<file path="src/logic/cpu_ctrl_pkg.sv">
package cpu_ctrl_pkg;

    // Opcode in ir[7:4]
    typedef enum logic [3:0] {
        op_add  = 4'd1,
        op_sub  = 4'd2,
        op_and  = 4'd3,
        op_inc  = 4'd4,
        op_ld   = 4'd5,
        op_st   = 4'd6,
        op_jc   = 4'd7,
        op_jz   = 4'd8,
        op_jmp  = 4'd9,
        op_out  = 4'd10,
        op_iret = 4'd11, // No longer serviced, decodes as unused
        op_or   = 4'd12,
        op_xor  = 4'd13,
        op_stp  = 4'd14
    } opcode_t;

    // Front panel switches
    typedef enum logic [2:0] {
        mode_run    = 3'd0,
        mode_mem_wr = 3'd1,
        mode_mem_rd = 3'd2,
        mode_reg_rd = 3'd3,
        mode_reg_wr = 3'd4
    } panel_mode_t;

    // One-hot beat phases from the sequencer
    typedef struct packed {
        logic w3;
        logic w2;
        logic w1;
    } beat_t;

    typedef struct packed {
        logic       ldc;
        logic       ldz;
        logic       cin;
        logic       m;
        logic       abus;
        logic       drw;
        logic       pcinc;
        logic       lpc;
        logic       lar;
        logic       pcadd;
        logic       arinc;
        logic       selctl;
        logic       memw;
        logic       stop;
        logic       lir;
        logic       sbus;
        logic       mbus;
        logic       short_cyc;
        logic       long_cyc;
        logic [3:0] s;   // ALU function
        logic [3:0] sel; // Register select
    } ctrl_word_t;

    // Sub and xor share one ALU encoding
    typedef logic [3:0] alu_fn_t;

    localparam alu_fn_t alu_add    = 4'b1001;
    localparam alu_fn_t alu_sub    = 4'b0110;
    localparam alu_fn_t alu_and    = 4'b1011;
    localparam alu_fn_t alu_inc    = 4'b0000;
    localparam alu_fn_t alu_pass_b = 4'b1010;
    localparam alu_fn_t alu_pass_a = 4'b1111;
    localparam alu_fn_t alu_or     = 4'b1110;
    localparam alu_fn_t alu_xor    = 4'b0110;

endpackage

</file>
<file path="src/logic/instr_decode.sv">
`timescale 1ns/1ps

module instr_decode (
    input  cpu_ctrl_pkg::opcode_t    ir,
    input  cpu_ctrl_pkg::beat_t      w,
    input  logic                     c,
    input  logic                     z,
    output cpu_ctrl_pkg::ctrl_word_t run_word
);

    always_comb begin
        run_word = '0;

        // Fetch on the first beat for every opcode
        run_word.lir   = w.w1;
        run_word.pcinc = w.w1;

        case (ir)
            cpu_ctrl_pkg::op_add: begin
                run_word.s    = cpu_ctrl_pkg::alu_add;
                run_word.cin  = w.w2;
                run_word.abus = w.w2;
                run_word.drw  = w.w2;
                run_word.ldz  = w.w2;
                run_word.ldc  = w.w2;
            end
            cpu_ctrl_pkg::op_sub: begin
                run_word.s    = cpu_ctrl_pkg::alu_sub;
                run_word.abus = w.w2;
                run_word.drw  = w.w2;
                run_word.ldz  = w.w2;
                run_word.ldc  = w.w2;
            end
            cpu_ctrl_pkg::op_and: begin
                run_word.s    = cpu_ctrl_pkg::alu_and;
                run_word.m    = w.w2;
                run_word.abus = w.w2;
                run_word.drw  = w.w2;
                run_word.ldz  = w.w2;
            end
            cpu_ctrl_pkg::op_inc: begin
                run_word.s    = cpu_ctrl_pkg::alu_inc;
                run_word.abus = w.w2;
                run_word.drw  = w.w2;
                run_word.ldz  = w.w2;
                run_word.ldc  = w.w2;
            end
            cpu_ctrl_pkg::op_ld: begin
                run_word.s        = cpu_ctrl_pkg::alu_pass_b;
                run_word.m        = w.w2;
                run_word.abus     = w.w2; // Address onto the bus
                run_word.lar      = w.w2;
                run_word.long_cyc = w.w2;
                run_word.drw      = w.w3; // Memory data into register
                run_word.mbus     = w.w3;
            end
            cpu_ctrl_pkg::op_st: begin
                // Pass A for the address, then pass B for the data
                run_word.s        = {1'b1, w.w2, 1'b1, w.w2};
                run_word.m        = w.w2 | w.w3;
                run_word.abus     = w.w2 | w.w3;
                run_word.lar      = w.w2;
                run_word.long_cyc = w.w2;
                run_word.memw     = w.w3;
            end
            cpu_ctrl_pkg::op_jc: begin
                run_word.pcadd = w.w2 & c;
            end
            cpu_ctrl_pkg::op_jz: begin
                run_word.pcadd = w.w2 & z;
            end
            cpu_ctrl_pkg::op_jmp: begin
                run_word.s    = cpu_ctrl_pkg::alu_pass_a;
                run_word.m    = w.w2;
                run_word.abus = w.w2;
                run_word.lpc  = w.w2;
            end
            cpu_ctrl_pkg::op_out: begin
                run_word.s    = cpu_ctrl_pkg::alu_pass_b;
                run_word.m    = w.w2;
                run_word.abus = w.w2;
            end
            cpu_ctrl_pkg::op_or: begin
                run_word.s    = cpu_ctrl_pkg::alu_or;
                run_word.m    = w.w2;
                run_word.abus = w.w2;
                run_word.drw  = w.w2;
                run_word.ldz  = w.w2;
            end
            cpu_ctrl_pkg::op_xor: begin
                run_word.s    = cpu_ctrl_pkg::alu_xor;
                run_word.m    = w.w2;
                run_word.abus = w.w2;
                run_word.drw  = w.w2;
                run_word.ldz  = w.w2;
            end
            cpu_ctrl_pkg::op_stp: begin
                run_word.stop = w.w2;
            end
            default: begin
                // IRET and unused codes only fetch
                run_word.s = 4'b0000;
            end
        endcase
    end

endmodule

</file>
<file path="src/logic/panel_sequencer.sv">
`timescale 1ns/1ps

module panel_sequencer (
    input  logic                      t3,
    input  logic                      arst_n,
    input  cpu_ctrl_pkg::panel_mode_t sw,
    input  cpu_ctrl_pkg::beat_t       w,
    input  cpu_ctrl_pkg::ctrl_word_t  run_word,
    output cpu_ctrl_pkg::ctrl_word_t  ctrl
);

    logic st0; // Second step of a console operation

    always_ff @(posedge t3 or negedge arst_n) begin
        if (!arst_n) begin
            st0 <= 1'b0;
        end else begin
            case (sw)
                cpu_ctrl_pkg::mode_mem_wr: begin
                    if (w.w1)
                        st0 <= 1'b1;
                end
                cpu_ctrl_pkg::mode_mem_rd: begin
                    if (w.w1 && !st0)
                        st0 <= 1'b1;
                end
                cpu_ctrl_pkg::mode_reg_wr: begin
                    if (w.w2)
                        st0 <= !st0; // Alternate between register pairs
                end
                default: st0 <= st0;
            endcase
        end
    end

    always_comb begin
        ctrl = '0;

        case (sw)
            cpu_ctrl_pkg::mode_run: begin
                ctrl = run_word;
            end
            cpu_ctrl_pkg::mode_mem_wr: begin
                ctrl.lar       = w.w1 & !st0; // Load start address
                ctrl.memw      = w.w1 & st0;
                ctrl.arinc     = w.w1 & st0;
                ctrl.sbus      = w.w1;
                ctrl.stop      = w.w1;
                ctrl.short_cyc = w.w1;
                ctrl.selctl    = w.w1;
            end
            cpu_ctrl_pkg::mode_mem_rd: begin
                ctrl.sbus      = w.w1 & !st0;
                ctrl.lar       = w.w1 & !st0;
                ctrl.mbus      = w.w1 & st0;
                ctrl.arinc     = w.w1 & st0;
                ctrl.stop      = w.w1;
                ctrl.short_cyc = w.w1;
                ctrl.selctl    = w.w1;
            end
            cpu_ctrl_pkg::mode_reg_rd: begin
                ctrl.selctl = w.w1 | w.w2;
                ctrl.stop   = w.w1 | w.w2;
                // R0/R1 on w1, R2/R3 on w2
                ctrl.sel    = {w.w2, 1'b0, w.w2, w.w1 | w.w2};
            end
            cpu_ctrl_pkg::mode_reg_wr: begin
                ctrl.sbus   = w.w1 | w.w2;
                ctrl.selctl = w.w1 | w.w2;
                ctrl.drw    = w.w1 | w.w2;
                ctrl.stop   = w.w1 | w.w2;
                ctrl.sel[3] = st0;
                ctrl.sel[2] = w.w2;
                ctrl.sel[1] = (!st0 & w.w1) | (st0 & w.w2);
                ctrl.sel[0] = w.w1;
            end
            default: begin
                // Undefined switch settings stay idle
                ctrl = '0;
            end
        endcase
    end

endmodule

</file>
<file path="src/logic/hdcpu_ctrl.sv">
`timescale 1ns/1ps

module hdcpu_ctrl (
    input  logic                      t3,
    input  logic                      arst_n,
    input  cpu_ctrl_pkg::panel_mode_t sw,
    input  cpu_ctrl_pkg::opcode_t     ir,
    input  cpu_ctrl_pkg::beat_t       w,
    input  logic                      c,
    input  logic                      z,
    output cpu_ctrl_pkg::ctrl_word_t  ctrl
);

    cpu_ctrl_pkg::ctrl_word_t run_word; // Run mode control word

    instr_decode u_instr_decode (
        .ir       (ir),
        .w        (w),
        .c        (c),
        .z        (z),
        .run_word (run_word)
    );

    // Console modes override the decoder
    panel_sequencer u_panel_sequencer (
        .t3       (t3),
        .arst_n   (arst_n),
        .sw       (sw),
        .w        (w),
        .run_word (run_word),
        .ctrl     (ctrl)
    );

endmodule

</file>
<file path="config.mk">
export PLATFORM = sky130hd
export DESIGN_NAME = hdcpu_ctrl
export DESIGN_NICKNAME = d
export VERILOG_FILES = /design/src/logic/cpu_ctrl_pkg.sv /design/src/logic/instr_decode.sv /design/src/logic/panel_sequencer.sv /design/src/logic/hdcpu_ctrl.sv
export SDC_FILE = /design/constraint.sdc
export NUM_CORES = 1
export LEC_CHECK = 0
export ABC_CLOCK_PERIOD_IN_PS = 3800
export BUFFER_PORTS_ARGS = -buffer_cell sky130_fd_sc_hd__clkbuf_2
export CORE_MARGIN = 8
export CORE_UTILIZATION = 40
export CTS_CLUSTER_SIZE = 10
export DETAILED_ROUTE_END_ITERATION = 7
export PLACE_DENSITY = 0.74
export SLEW_MARGIN = 40
export SYNTH_ARGS = -nofsm -noshare
export SYNTH_HDL_FRONTEND = slang
export SYNTH_SLANG_ARGS = --single-unit
</file>
<file path="constraint.sdc">
create_clock -name t3 -period 3.8 [get_ports t3]
set_clock_uncertainty 0.05 [all_clocks]
set_input_delay 0.38 -clock t3 [delete_from_list [all_inputs] [get_ports t3]]
set_output_delay 0.38 -clock t3 [all_outputs]
set_load 0.05 [all_outputs]
</file>
==> run summary <==
outcome: finished, final reports clean
postcts setup bufs: 0
I/O pins: 41
Distinct cells, synth: 44
Resized cells post-CTS: 0
vias in the first global route: 774
Post-synth EDFFs: 0
leakage: 0.427 nW
Seq cells post-synth: 1
largest net degree at the start of global routing: 20
Antenna Nets Post-Route: 0
commonest non-fill, non-tap cell in the layout: clkbuf_2
Async SR Flop Fraction: 100%
worst path required time: 3370 ps
crit path max fanout: 13
DR vias: 903
Total Power: 130 uW
max cap viols: 0
die area: 3420 um^2
Synth area leader: a21oi_1
initial antenna violation count: 0
Post-Syn Area per Cell: 6.62 um^2
post-synthesis sequential area ratio: 3.47%
Final WS setup: 1330 ps
Mapped Cells: 109
fin nets: 151
Syn Nets: 123
Die Ht: 58.5 um
max reg flops: 1
Final Hold Viols: 0
die width: 58.5 um
worst vdd ir: 0.0844 mV
gr ovfl total: 0
drt drc: 0
Clk pin slew, worst setup/hold paths: 0 ps
critical path class: input pin to output port
HPWL Detailed: 1760 um
fin crit period: 2470 ps
Regs by FF count: u_panel_sequencer.st0: 1 flops
area of the core: 1710 um^2
crit path launch type: input pin
CP Data Arrival Time: 2040 ps
most frequent cells in the layout: 40 x clkbuf_2, 9 x a21oi_1, 8 x nor2_1
first-pass GRT wire length: 3570 um
routed wire length: 2260 um
GRT Total Usage: 12.0%
Main synth FF type: dfrtp_1
final worst path period share: 64.9%
CTS Hold Bufs: 0
Most flops, register: u_panel_sequencer.st0
layout cells sized above 1: 34.1%
slew at the pin closest to its max-slew limit: 404 ps
Ant. Diodes: 0
CP Capture Type: output port
Rows: 15
pre-CTS setup slack: 1320 ps
Avg Vias per Cell: 5.64
YS warnings: 0
TNS Setup: 0 ps
Final setup viols: 0
count of input and output buffers: 40
Initial Util: 42.3%
area grow syn2layout: 21.0%
drt pass-1 iters: 5
dominant cells by area after synthesis: a21oi_1 6.2%, o21ai_0 4.9%, xor2_1 4.9%
top-area cell type share of the netlist area: 6.24%
Pwr per Cell Area: 148 nW/um^2
Final Max Slew Viols: 0
Slew HR: 73.0%
f_max: 405 MHz
Filler cells: 184
Iter 0 DRT Violations: 26
Avg WL per Cell: 14.1 um
GPL Wtd Cong: 0.885
Post-Synthesis Cell Area: 722 um^2
Clock Latency Late Sink: 0 ps
RSZ-0062 raised after global routing: false
HP Class: input pin to async pin
-- report_power, final --
part / total [mW] / switching [mW] / internal [mW]
Clock: 0 / 0 / 0
Sequential: 0.0136 / 0.00198 / 0.0116
Combinational: 0.116 / 0.0831 / 0.0329
Total: 0.130 / 0.0851 / 0.0445
-- kinds of logic (layout without fill, tap and decap cells) --
family                     count (synthesis)  after routing  share of synthesized area, %
and+or+nand+nor                           48             48                          38.6
AOI/OAI and AO/OA                         33             33                          35.0
buffers and inverters                     20             46                          14.2
xor gates and xnor gates                   6              6                          7.28
adders and majority gates                  1              1                          1.39
DFF                                        1              1                          3.47
-- worst max-delay path, stage by stage --
cell	delay, ps
clkbuf_2	190
or4b_1	770
a2111oi_4	300
a21o_1	130
clkbuf_2	270
-- per-stage QoR --
step,cells,instance area [um^2],utilization [%],hold slack (ps)
2_1_floorplan,109,722,-,34.4
6_report,160,873,51.1,104
3_3_place_gp,160,873,51.1,104
4_1_cts,160,873,51.1,106
5_1_grt,160,873,51.1,108
3_5_place_dp,160,873,51.1,105
-- worst paths after layout --
path	startpoint	to	slack, ps	cells past startpoint
setup / recovery	sw[1]	ctrl[18]	1330	5
hold / removal	arst_n	u_panel_sequencer.st0	100	1
setup reg to reg	u_panel_sequencer.st0	u_panel_sequencer.st0	2710	2
hold reg to reg	u_panel_sequencer.st0	u_panel_sequencer.st0	670	2
max in group asynchronous	arst_n	u_panel_sequencer.st0	3510	1
min in group t3	u_panel_sequencer.st0	u_panel_sequencer.st0	670	2
-- area by class of cell --
cell class	count	area, um^2	share of cell area [%]
Sequential cell	1	25.0	2.87
Tap cell	25	31.3	3.58
Inverter	6	22.5	2.58
Timing Repair Buffer	40	200	22.9
Multi-Input combinational cell	88	594	68.1
-- layer usage --
layer / routed length, um / GRT usage, % / vias up
met5: 0 / 0 / -
met4: 0 / 0.350 / 0
met3: 203 / 3.70 / 0
met2: 1040 / 20.0 / 34
met1: 1010 / 15.4 / 418
li1: - / - / 451
-- synthesized netlist by cell type, types with 2 or more instances --
cell type	n
nand2_1	3
nand4_1	3
buf_4	2
clkbuf_1	6
inv_1	6
xor2_1	4
and2_1	2
a21o_1	2
nand3_1	5
o21ai_0	7
or3_1	3
o211ai_1	2
nor3b_1	2
buf_6	2
nand2b_1	3
nor3_1	5
nor2b_1	2
a21oi_1	9
and3b_1	2
or2_2	2
a22o_1	3
nor2_1	8
a211o_1	2
xnor2_1	2
buf_2	3
No activity file was read; power rests on OpenSTA's default activity.
